## config.mk

```make
export PLATFORM = sky130hd
export DESIGN_NAME = ex_stage
export DESIGN_NICKNAME = d
export VERILOG_FILES = /design/src/hw/ex_pkg.sv /design/src/hw/alu.sv /design/src/hw/branch_unit.sv /design/src/hw/csr_buffer.sv /design/src/hw/mult.sv /design/src/hw/ex_stage.sv
export SDC_FILE = /design/constraint.sdc
export NUM_CORES = 2
export LEC_CHECK = 0
export BUFFER_PORTS_ARGS = -buffer_cell sky130_fd_sc_hd__buf_2
export CAP_MARGIN = 10
export CELL_PAD_IN_SITES_DETAIL_PLACEMENT = 1
export CELL_PAD_IN_SITES_GLOBAL_PLACEMENT = 2
export CORE_MARGIN = 2
export CORE_UTILIZATION = 40
export DETAILED_ROUTE_END_ITERATION = 10
export PLACE_DENSITY = 0.81
export SYNTH_ARGS = -nofsm -noshare
export SYNTH_HDL_FRONTEND = slang
export SYNTH_SLANG_ARGS = --single-unit
```

## constraint.sdc

```tcl
create_clock -name clk_i -period 6.2 [get_ports clk_i]
set_input_delay 0.62 -clock clk_i [delete_from_list [all_inputs] [get_ports clk_i]]
set_output_delay 0.62 -clock clk_i [all_outputs]
set_load 0.03 [all_outputs]
```

## src/hw/ex_pkg.sv

```systemverilog
/*
 * Shared RV32 execute stage definitions:
 * widths, exception cause codes, the operator enum and the
 * issue, prediction, resolution, exception and write-back records
 */
`default_nettype none

package ex_pkg;

    // ------------------------------------------------------------
    // Widths
    // ------------------------------------------------------------
    localparam int unsigned XLEN          = 32;
    localparam int unsigned TRANS_ID_BITS = 3;
    localparam int unsigned CSR_ADDR_BITS = 12;

    // Exception cause codes
    localparam logic [XLEN-1:0] INSTR_ADDR_MISALIGNED = 32'd0;

    // ------------------------------------------------------------
    // Operators
    // ------------------------------------------------------------
    typedef enum logic [4:0] {
        // ALU
        ADD, SUB, SLL, SRL, SRA, SLTS, SLTU, XORL, ORL, ANDL,
        // Branch compares and indirect jump
        EQ, NE, LTS, GES, LTU, GEU, JALR,
        // CSR access
        CSR_RW,
        // Multiplier
        MUL, MULH, MULHU
    } fu_op_e;

    // ------------------------------------------------------------
    // Records
    // ------------------------------------------------------------
    typedef struct packed {
        fu_op_e                   operator;
        logic [XLEN-1:0]          operand_a;
        logic [XLEN-1:0]          operand_b;
        logic [XLEN-1:0]          imm;
        logic [TRANS_ID_BITS-1:0] trans_id;
    } fu_data_t;

    typedef struct packed {
        logic            predict_taken;
        logic [XLEN-1:0] predict_address;
    } branchpredict_t;

    typedef struct packed {
        logic            valid;
        logic [XLEN-1:0] pc;
        logic [XLEN-1:0] target_address;
        logic            is_mispredict;
        logic            is_taken;
    } bp_resolve_t;

    typedef struct packed {
        logic            valid;
        logic [XLEN-1:0] cause;
        logic [XLEN-1:0] tval;   // faulting address
    } exception_t;

    typedef struct packed {
        logic                     valid;
        logic [XLEN-1:0]          result;
        logic [TRANS_ID_BITS-1:0] trans_id;
        exception_t               exception;
    } flu_out_t;

endpackage

`default_nettype wire

```

## src/hw/alu.sv

```systemverilog
/*
 * Combinational ALU
 * Add, subtract, shifts, set-less-than and logic operations,
 * plus the branch comparison used by the branch unit
 */
`timescale 1ns/1ps
`default_nettype none

module alu import ex_pkg::*; (
    input  fu_data_t        fu_data_i,
    output logic [XLEN-1:0] result_o,
    output logic            branch_res_o
);

    logic [XLEN-1:0] op_a;
    logic [XLEN-1:0] op_b;
    logic [4:0]      shamt;
    logic            less_signed;
    logic            less_unsigned;

    assign op_a  = fu_data_i.operand_a;
    assign op_b  = fu_data_i.operand_b;
    assign shamt = op_b[4:0];

    // Shared comparators for SLT and the branches
    assign less_signed   = $signed(op_a) < $signed(op_b);
    assign less_unsigned = op_a < op_b;

    // ------------------------------------------------------------
    // Result
    // ------------------------------------------------------------
    always_comb begin
        result_o = '0;
        case (fu_data_i.operator)
            ADD:  result_o = op_a + op_b;
            SUB:  result_o = op_a - op_b;
            SLL:  result_o = op_a << shamt;
            SRL:  result_o = op_a >> shamt;
            SRA:  result_o = $unsigned($signed(op_a) >>> shamt);
            SLTS: result_o = {{(XLEN-1){1'b0}}, less_signed};
            SLTU: result_o = {{(XLEN-1){1'b0}}, less_unsigned};
            XORL: result_o = op_a ^ op_b;
            ORL:  result_o = op_a | op_b;
            ANDL: result_o = op_a & op_b;
            default: result_o = '0;
        endcase
    end

    // ------------------------------------------------------------
    // Branch comparison
    // ------------------------------------------------------------
    always_comb begin
        branch_res_o = 1'b0;
        case (fu_data_i.operator)
            EQ:   branch_res_o = (op_a == op_b);
            NE:   branch_res_o = (op_a != op_b);
            LTS:  branch_res_o = less_signed;
            GES:  branch_res_o = !less_signed;
            LTU:  branch_res_o = less_unsigned;
            GEU:  branch_res_o = !less_unsigned;
            // Indirect jumps are always taken
            JALR: branch_res_o = 1'b1;
            default: branch_res_o = 1'b0;
        endcase
    end

endmodule

`default_nettype wire

```

## src/hw/branch_unit.sv

```systemverilog
/*
 * Branch unit
 * Jump and branch target, link address, resolution against the
 * prediction and misaligned-target exception
 */
`timescale 1ns/1ps
`default_nettype none

module branch_unit import ex_pkg::*; (
    input  fu_data_t        fu_data_i,
    input  logic [XLEN-1:0] pc_i,
    input  logic            branch_valid_i,
    input  logic            branch_comp_res_i,
    input  branchpredict_t  branch_predict_i,
    output logic [XLEN-1:0] link_addr_o,
    output bp_resolve_t     resolved_branch_o,
    output logic            resolve_branch_o,
    output exception_t      branch_exception_o
);

    logic [XLEN-1:0] target;
    logic [XLEN-1:0] jalr_sum;
    logic            taken;
    logic            mispredict;

    // JALR is register relative and clears bit 0, all else is pc relative
    assign jalr_sum = fu_data_i.operand_a + fu_data_i.imm;
    assign target   = (fu_data_i.operator == JALR) ? {jalr_sum[XLEN-1:1], 1'b0}
                                                   : pc_i + fu_data_i.imm;

    assign taken = branch_comp_res_i;

    // Wrong direction, or right direction but wrong address
    assign mispredict = (branch_predict_i.predict_taken != taken)
                      || (taken && (branch_predict_i.predict_address != target));

    // ------------------------------------------------------------
    // Outputs, all qualified by the strobe
    // ------------------------------------------------------------
    always_comb begin
        link_addr_o        = '0;
        resolved_branch_o  = '0;
        branch_exception_o = '0;

        if (branch_valid_i) begin
            // Fixed 4-byte instructions
            link_addr_o = pc_i + 32'd4;

            resolved_branch_o.valid          = 1'b1;
            resolved_branch_o.pc             = pc_i;
            resolved_branch_o.target_address = target;
            resolved_branch_o.is_taken       = taken;
            resolved_branch_o.is_mispredict  = mispredict;

            if (taken && target[1]) begin
                branch_exception_o.valid = 1'b1;
                branch_exception_o.cause = INSTR_ADDR_MISALIGNED;
                branch_exception_o.tval  = target;
            end
        end
    end

    assign resolve_branch_o = branch_valid_i;

    // Issuer may only strobe the branch unit with a branch operator
    always_comb begin
        if (resolve_branch_o) begin
            assert (fu_data_i.operator inside {EQ, NE, LTS, GES, LTU, GEU, JALR})
                else $error("branch_unit: resolve without a branch operator");
        end
    end

endmodule

`default_nettype wire

```

## src/hw/csr_buffer.sv

```systemverilog
/*
 * One-entry CSR buffer
 * Holds the CSR address until commit and blocks issue while full
 */
`timescale 1ns/1ps
`default_nettype none

module csr_buffer import ex_pkg::*; (
    input  logic                     clk_i,
    input  logic                     rst_ni,
    input  logic                     flush_i,
    input  fu_data_t                 fu_data_i,
    input  logic                     csr_valid_i,
    input  logic                     csr_commit_i,
    output logic                     csr_ready_o,
    output logic [XLEN-1:0]          csr_result_o,
    output logic [CSR_ADDR_BITS-1:0] csr_addr_o
);

    logic                     full_q;
    logic [CSR_ADDR_BITS-1:0] addr_q;

    // Full flag, emptied by commit or flush
    always_ff @(posedge clk_i or negedge rst_ni) begin
        if (!rst_ni) begin
            full_q <= 1'b0;
        end else if (flush_i || csr_commit_i) begin
            full_q <= 1'b0;
        end else if (csr_valid_i) begin
            full_q <= 1'b1;
        end
    end

    // Address is taken from the low bits of operand_b
    always_ff @(posedge clk_i) begin
        if (csr_valid_i) begin
            addr_q <= fu_data_i.operand_b[CSR_ADDR_BITS-1:0];
        end
    end

    assign csr_ready_o  = !full_q;
    assign csr_result_o = fu_data_i.operand_a;
    assign csr_addr_o   = addr_q;

    // Commit only ever retires a buffered access
    commit_needs_entry: assert property (
        @(posedge clk_i) disable iff (!rst_ni) csr_commit_i |-> full_q
    ) else $error("csr_buffer: commit while empty");

    // Issuer honours ready
    no_issue_when_full: assert property (
        @(posedge clk_i) disable iff (!rst_ni) csr_valid_i |-> !full_q
    ) else $error("csr_buffer: csr_valid_i while full");

endmodule

`default_nettype wire

```

## src/hw/mult.sv

```systemverilog
/*
 * Pipelined multiplier, one cycle of latency
 * Low, signed high and unsigned high product with trans ID tracking
 */
`timescale 1ns/1ps
`default_nettype none

module mult import ex_pkg::*; (
    input  logic                     clk_i,
    input  logic                     rst_ni,
    input  logic                     flush_i,
    input  logic                     mult_valid_i,
    input  fu_data_t                 fu_data_i,
    output logic [XLEN-1:0]          result_o,
    output logic                     mult_valid_o,
    output logic [TRANS_ID_BITS-1:0] mult_trans_id_o
);

    logic signed [2*XLEN-1:0] prod_signed;
    logic [2*XLEN-1:0]        prod_unsigned;
    logic [XLEN-1:0]          result_d;
    logic [XLEN-1:0]          result_q;
    logic [TRANS_ID_BITS-1:0] trans_id_q;
    logic                     valid_q;

    assign prod_signed   = $signed(fu_data_i.operand_a) * $signed(fu_data_i.operand_b);
    assign prod_unsigned = fu_data_i.operand_a * fu_data_i.operand_b;

    // Product half select
    always_comb begin
        case (fu_data_i.operator)
            MULH:    result_d = prod_signed[2*XLEN-1:XLEN];
            MULHU:   result_d = prod_unsigned[2*XLEN-1:XLEN];
            default: result_d = prod_unsigned[XLEN-1:0];
        endcase
    end

    always_ff @(posedge clk_i or negedge rst_ni) begin
        if (!rst_ni) begin
            valid_q <= 1'b0;
        end else begin
            valid_q <= mult_valid_i && !flush_i;
        end
    end

    always_ff @(posedge clk_i) begin
        result_q   <= result_d;
        trans_id_q <= fu_data_i.trans_id;
    end

    // A flush also kills the result returning this cycle
    assign mult_valid_o    = valid_q && !flush_i;
    assign result_o        = result_q;
    assign mult_trans_id_o = trans_id_q;

endmodule

`default_nettype wire

```

## src/hw/ex_stage.sv

```systemverilog
/*
 * Fixed-latency execute stage
 * Input silencing, ALU, branch unit, CSR buffer and multiplier,
 * priority result mux and issue ready
 */
`timescale 1ns/1ps
`default_nettype none

module ex_stage import ex_pkg::*; (
    input  logic                     clk_i,
    input  logic                     rst_ni,
    input  logic                     flush_i,
    input  fu_data_t                 fu_data_i,
    input  logic [XLEN-1:0]          pc_i,
    input  logic                     alu_valid_i,
    input  logic                     branch_valid_i,
    input  logic                     csr_valid_i,
    input  logic                     mult_valid_i,
    input  branchpredict_t           branch_predict_i,
    input  logic                     csr_commit_i,
    output flu_out_t                 flu_o,
    output logic                     flu_ready_o,
    output bp_resolve_t              resolved_branch_o,
    output logic                     resolve_branch_o,
    output logic [CSR_ADDR_BITS-1:0] csr_addr_o
);

    fu_data_t                 alu_data;
    fu_data_t                 mult_data;
    logic [XLEN-1:0]          alu_result;
    logic [XLEN-1:0]          csr_result;
    logic [XLEN-1:0]          mult_result;
    logic [XLEN-1:0]          link_addr;
    logic                     alu_branch_res;
    logic                     csr_ready;
    logic                     mult_valid;
    logic [TRANS_ID_BITS-1:0] mult_trans_id;
    exception_t               branch_exception;

    // ------------------------------------------------------------
    // Input silencing
    // ------------------------------------------------------------
    // ALU also does the compare for branches
    assign alu_data  = (alu_valid_i || branch_valid_i) ? fu_data_i : '0;
    assign mult_data = mult_valid_i ? fu_data_i : '0;

    // ------------------------------------------------------------
    // Units
    // ------------------------------------------------------------
    alu alu_i (
        .fu_data_i    (alu_data),
        .result_o     (alu_result),
        .branch_res_o (alu_branch_res)
    );

    branch_unit branch_unit_i (
        .fu_data_i          (fu_data_i),
        .pc_i               (pc_i),
        .branch_valid_i     (branch_valid_i),
        .branch_comp_res_i  (alu_branch_res),
        .branch_predict_i   (branch_predict_i),
        .link_addr_o        (link_addr),
        .resolved_branch_o  (resolved_branch_o),
        .resolve_branch_o   (resolve_branch_o),
        .branch_exception_o (branch_exception)
    );

    csr_buffer csr_buffer_i (
        .clk_i        (clk_i),
        .rst_ni       (rst_ni),
        .flush_i      (flush_i),
        .fu_data_i    (fu_data_i),
        .csr_valid_i  (csr_valid_i),
        .csr_commit_i (csr_commit_i),
        .csr_ready_o  (csr_ready),
        .csr_result_o (csr_result),
        .csr_addr_o   (csr_addr_o)
    );

    mult mult_i (
        .clk_i           (clk_i),
        .rst_ni          (rst_ni),
        .flush_i         (flush_i),
        .mult_valid_i    (mult_valid_i),
        .fu_data_i       (mult_data),
        .result_o        (mult_result),
        .mult_valid_o    (mult_valid),
        .mult_trans_id_o (mult_trans_id)
    );

    // ------------------------------------------------------------
    // Write-back mux
    // ------------------------------------------------------------
    always_comb begin
        flu_o.valid     = alu_valid_i || branch_valid_i || csr_valid_i || mult_valid;
        flu_o.exception = branch_exception;
        // Branch link address when nothing else claims the port
        flu_o.result    = link_addr;
        flu_o.trans_id  = fu_data_i.trans_id;
        if (alu_valid_i) begin
            flu_o.result = alu_result;
        end else if (csr_valid_i) begin
            flu_o.result = csr_result;
        end else if (mult_valid) begin
            flu_o.result   = mult_result;
            flu_o.trans_id = mult_trans_id;
        end
    end

    // Only the CSR buffer can stall issue
    assign flu_ready_o = csr_ready;

    // At most one unit per cycle
    strobes_onehot: assert property (
        @(posedge clk_i) disable iff (!rst_ni)
        $onehot0({alu_valid_i, branch_valid_i, csr_valid_i, mult_valid_i})
    ) else $error("ex_stage: more than one issue strobe");

    // Returning product owns the write-back port
    mult_port_free: assert property (
        @(posedge clk_i) disable iff (!rst_ni)
        mult_valid |-> !(alu_valid_i || branch_valid_i || csr_valid_i)
    ) else $error("ex_stage: write-back collision with multiplier result");

endmodule

`default_nettype wire

```

**Word level (Yosys, flattened, before mapping)**

Cells that the tools add are included.
W data, S select, Z words.

- Flip-flop bits (word level): 49
- Input bits: 177

- Add/subtract/negate cells: 5
- Multiply operators: 2
- Magnitude comparators: 2
- Equal/unequal tests: 23
- Shift-type cells: 3
- Mux-type cells: 17
- Bitwise gates (word level): 3
- Reduce and logical (&&, ||, !) cells: 15

Operators with widths:

| kind | number |
|---|---|
| $pmux W32 S10 | 1 |
| $mux W104 | 2 |
| $mux W65 | 2 |
| $mul A32 B32 Y64 | 2 |
| $mux W32 | 4 |
| $add A32 B32 Y32 | 3 |
| $mux W67 | 1 |
| $lt A32 B32 Y1 | 2 |
| $ne A32 B32 Y1 | 2 |
| $pmux W32 S2 | 1 |
| $eq A5 B4 Y1 const B | 8 |
| $mux W35 | 1 |
| $add A32 B3 Y32 const B | 1 |
| $and A32 B32 Y32 | 1 |
| $eq A32 B32 Y1 | 1 |
| $or A32 B32 Y32 | 1 |
| $shl A32 B5 Y32 | 1 |
| $shr A32 B5 Y32 | 1 |
| $sshr A32 B5 Y32 | 1 |
| $sub A32 B32 Y32 | 1 |
| $xor A32 B32 Y32 | 1 |
| $eq A5 B3 Y1 const B | 4 |
| $eq A5 B5 Y1 const B | 4 |
| $eq A5 B2 Y1 const B | 2 |
| other kinds (10) | 22 |

**Depth between registers and ports, before layout**

- Word-level depth: 8
- Gate-level depth with buffers: 35
- Depth with buffers taken out: 30

**By module**

Synthesis repeated with hierarchy kept, for this count alone.

- Cell total of the unflattened synthesis: 8263
- Area, all modules: 70900.5 µm²

By module, submodules not included:

| module | times used | cells each | area an instance (µm²) |
|---|---|---|---|
| mult | 1 | 5544 | 51992.4 |
| alu | 1 | 1312 | 9116.2 |
| branch_unit | 1 | 976 | 6493.7 |
| ex_stage | 1 | 383 | 2655.0 |
| csr_buffer | 1 | 48 | 643.1 |

**Worst setup path before layout**

Ideal clock, no wire load.

- Path kind: input to register
- Start: input fu_data_i[35] (netlist bit)
- End: register mult_i.result_q[25], in the netlist mult_i.result_o[25]
- Setup time: 0.136 ns
- Arrival time: 9.055 ns
- Data required time: 6.064 ns
- Path slack: -2.992 ns
- Stages: 30
- Cell sequence: clkbuf_1 buf_2 buf_2 buf_2 clkbuf_1 nand2_1 inv_1 ha_1 fa_1 fa_1 fa_1 inv_1 fa_1 inv_1 fa_1 inv_1 fa_1 inv_1 fa_1 ha_1 nand2_1 nor4_1 o21ai_0 a311oi_1 o41ai_2 o21bai_1 a21boi_0 o21bai_1 mux2i_1 o221ai_1

- Longest elaborated chain between the ends: 3
- Elaborated cells between the ends (all ways): 4
- Those cells by class: mul: 2; mux: 2

RTL lines:

| element | RTL line | RTL |
|---|---|---|
| start: declaration | ex_stage.sv:13 | `input fu_data_t fu_data_i,` |
| $mux W104 * | ex_stage.sv:45 | `assign mult_data = mult_valid_i ? fu_data_i : '0;` |
| $mul A32 B32 Y64 (on tied branches) | mult.sv:27, mult.sv:26 |  |
| $pmux W32 S2 * | mult.sv:31 | `case (fu_data_i.operator)` |
| via mult_i.result_d[25] | mult.sv:21 | `logic [XLEN-1:0] result_d;` |
| end signal: assignment | mult.sv:47 | `result_q <= result_d;` |
| end: declaration | mult.sv:22 | `logic [XLEN-1:0] result_q;` |

The timed path passes the listed nets; every way through them passes the cells marked *.
A chain may end at the register's enable or synchronous reset.

**Final worst setup path**

- Start: input mult_valid_i
- End: register mult_i.result_q[15], in the netlist mult_i.result_o[15]

- Longest elaborated chain between the ends: 3
- Elaborated cells between the ends (all ways): 6
- Those cells by class: mul: 2; eq/ne: 2; mux: 2

RTL lines:

| element | RTL line | RTL |
|---|---|---|
| start: declaration | ex_stage.sv:18 | `input logic mult_valid_i,` |
| $mux W104 * | ex_stage.sv:45 |  |
| $mul A32 B32 Y64, or another cell as far along | mult.sv:27 | `assign prod_unsigned = fu_data_i.operand_a * fu_data_i.operand_b;` |
| $pmux W32 S2 * | mult.sv:31 |  |
| via mult_i.result_d[15] | mult.sv:21 |  |

Marked as above.

==> qor.yml <==
routing:
  ant_nets: 0
  drcViolationCount: 0
  viasPerCell: 5.755
  drt-total-wl_um: 343000
  wl_per_cell_um: 29.77
  drtPass1Iterations: 8
  drt-initial-drc-count: 5572
  dr_total_vias: 66310
synth:
  async_reset_ff_frac: 0.04082
  synth-edff-count: 12
  yosys_most_used_dff: "dfxtp_1"
  synthAdderAreaFrac: 0.5332
  yosys.area.top_type: "fa_1"
  synthCells: 8101
  synth_xor_area_frac: 0.02764
  synth-simple-area-share: 0.1596
  yosysSeqAreaShare: 0.01631
  synth_top_family_by_area: "adder cells"
  synth.avg_cell_area_um2: 8.409
  synth_compound_area_frac: 0.1227
  synth_top_area_share: 0.4334
  ys_top_cells_by_area: "fa_1, ha_1, inv_1"
  muxShareOfSynthArea: 0.01482
  yosysWarnings: 0
  synth-seq-cells: 49
  syn_area_um2: 68130
  synth_cell_type_count: 109
setup_path:
  cp_common_cell: "fa_1"
  r2r_cells: 2
  arrival_ns: 8.70
  max_stage_delay_ns: 0.56
  crit_fanout: 7
  reg2reg_from: "csr_buffer_i.full_q"
  critical_path_depth: 30
  cp_num_buf_inv: 9
  crit_required_ns: 6.50
  worstReg2RegEnd: "csr_buffer_i.full_q"
  start_kind: "primary input"
  critPathSlowestCell: "fa_1"
  rrSetupSlack_ns: 5.55
  path_delay_family: "adder cells"
  critPathCaptureType: "register"
  crit_type: "primary input to register"
floorplan:
  die_h_um: 416.7
  chipWidth_um: 416.7
  dieArea_um2: 173600
  start_util: 0.4024
  rows: 151
  io_pins: 359
  core_area_um2: 169300
sta:
  tns_ns: -63.67
  fin_skew_ns: 0
  clock.fmax_ghz: 0.1191
  grt_setup_unrepaired: "yes"
  worst_slew_pin_slew_ns: 1.396
  slew_headroom: 0.06277
  period_share: 1.355
  hold_violations: 0
  maxSlewViolCount: 0
  setup_violations: 32
  timing.final.ws_setup_ns: -2.199
  period_minus_slack_ns: 8.399
global_routing:
  antenna_found_initial: 34
  first_global_vias: 73250
  grt_overflow_total: 0
  grt_usage: 0.3922
  grt_max_degree: 63
  grt_pass1_wl_um: 497100
clocking:
  cts_buffers: 5
  cts.reportedPaths.clkPinSlew_ns: 0.10
  cts_sinks: 49
  clockRootBuffer: "clkbuf_16"
  tritoncts: "yes"
  cts_max_level: 2
  clk_latency_ns: 0.35
  cts_max_path_buffers: 2
final_layout:
  multi_input_area_um2: 60500
  drive_above_1_share: 0.2285
  finalNetCount: 11480
  post-route-util: 0.4958
  syn2layout_area_growth_pct: 23.20
  fin_area_um2: 83930
  nFillCells: 19950
  ff_latch_area_um2: 1111
run_status:
  status: "finished with violations"
  violations: "negative setup slack"
placement:
  numPortBuffers: 326
  place.gp.congestion: 1.029
  post_dp_cell_area_um2: 80850
  hpwl_um: 293500
hold_path:
  hold_class: "primary input to asynchronous set/reset pin"
flow_run:
  cap_viol_max_count: 0
routing by layer:
| metal | GRT usage | vias up | wire length, um |
|---|---|---|---|
| li1 | - | 28010 | - |
| met1 | 0.4806 | 34510 | 130100 |
| met2 | 0.6424 | 2925 | 159200 |
| met3 | 0.07443 | 842 | 27710 |
| met4 | 0.2349 | 20 | 25920 |
| met5 | 0 | - | 135 |
flip-flops by register name (all words and copies together) (netlist names):
name and cells:
mult_i.mult_trans_id_o 3, csr_buffer_i.full_q 1, mult_i.result_o 32, csr_buffer_i.csr_addr_o 12, mult_i.valid_q 1
worst max path at each step:
| stage | end | slack, ns | from |
|---|---|---|---|
| finish | mult_i.result_o[15] | -2.20 | mult_valid_i |
| global placement | mult_i.result_o[14] | -3.22 | mult_valid_i |
| floorplan | mult_i.result_o[30] | -2.10 | mult_valid_i |
| CTS | mult_i.result_o[15] | -2.13 | mult_valid_i |
| detailed placement | mult_i.result_o[28] | -3.35 | mult_valid_i |
| global route | mult_i.result_o[22] | -2.35 | mult_valid_i |
synth_stat cells, types with 20 or more instances:
cell type     n
o221ai_1     28
o22ai_1      49
buf_1        32
a22oi_1      30
and2_1       95
o21a_1       37
o21bai_1     40
mux2i_1      66
ha_1        543
xnor2_1     127
nor3_1       69
a31oi_1      40
a21o_1      119
a21oi_1     346
a221o_1      20
nand2_1     860
or3_1        20
nand3_1     103
and3_1      535
a222oi_1     30
clkbuf_1    424
o211ai_1     40
nand4_1      35
nor2b_1      25
fa_1       1475
buf_4        37
dfxtp_1      35
inv_1      1716
nand2b_1     40
a221oi_1     26
o21ai_0     213
a211oi_1     58
nor2_1      384
xor2_1       75
timing repair:
| action | 4_1_cts | 5_1_grt |
|---|---|---|
| endpoints found under the hold margin | 0 | 0 |
| hold buffers | 0 | 0 |
| gates resized for setup | 344 | 198 |
| setup buffers | 61 | 29 |
| pin swaps | 226 | 158 |
| endpoints found under the setup margin | 36 | 39 |
| gates cloned | 5 | 1 |
area by class of cell:
cell class	instances	area share
multi-input cells	5849	0.7208
repair buffers	1657	0.1535
inverters	1719	0.07695
well taps	2218	0.03306
flip-flops and latches	49	0.01324
clock buffers	5	0.001491
diodes	23	0.0006857
clock inverters	3	0.0002982
metrics by stage:
stage / hold slack, ns / setup slack [ns] / instances
6_report: 0.1240 / -2.199 / 11520
5_1_grt: 0.1117 / -2.348 / 11510
2_1_floorplan: 0.3244 / -2.099 / 8132
3_5_place_dp: 0.5070 / -3.354 / 11410
4_1_cts: 0.1259 / -2.134 / 11480
3_3_place_gp: 0.5096 / -3.219 / 11410
cells by family (layout without fill, tap and decap cells):
kind of cell,Yosys count,after routing
and+or+nand+nor,2249,2249
buffers and inverters,2234,3384
adders and majority gates,2018,2018
AOI/OAI and AO/OA,1252,1252
xor gates and xnor gates,207,207
muxes,91,91
DFF,49,49
other,1,55
layout by cell type (no fill, tap or decap), types with 25 or more instances in the layout:
cell type | Yosys | final
a31oi_1 | 40 | 37
a21oi_1 | 346 | 301
buf_2 | 19 | 308
conb_1 | 1 | 32
fa_1 | 1475 | 1397
nor2b_1 | 25 | 25
dfxtp_1 | 35 | 35
a222oi_1 | 30 | 30
ha_1 | 543 | 512
and2_1 | 95 | 68
a22oi_1 | 30 | 28
o21a_1 | 37 | 36
ha_4 | 0 | 29
and3_1 | 535 | 527
fa_2 | 0 | 78
inv_2 | 0 | 46
o21bai_1 | 40 | 37
xor2_1 | 75 | 73
mux2i_1 | 66 | 65
o211ai_1 | 40 | 40
nand2_1 | 860 | 826
nand2b_1 | 40 | 39
xnor2_1 | 127 | 118
o21ai_0 | 213 | 180
a211oi_1 | 58 | 51
buf_6 | 2 | 48
nand4_1 | 35 | 35
nor2_1 | 384 | 371
o221ai_1 | 28 | 25
o22ai_1 | 49 | 49
nand3_1 | 103 | 99
inv_1 | 1716 | 1668
a21o_1 | 119 | 118
buf_4 | 37 | 1212
a21oi_2 | 5 | 38
buf_12 | 0 | 66
nand2_2 | 2 | 25
nor3_1 | 69 | 65
Power is left out: the tool's default activity adds up to more than one toggle a clock period on the data nets, which glitch-free logic cannot reach.
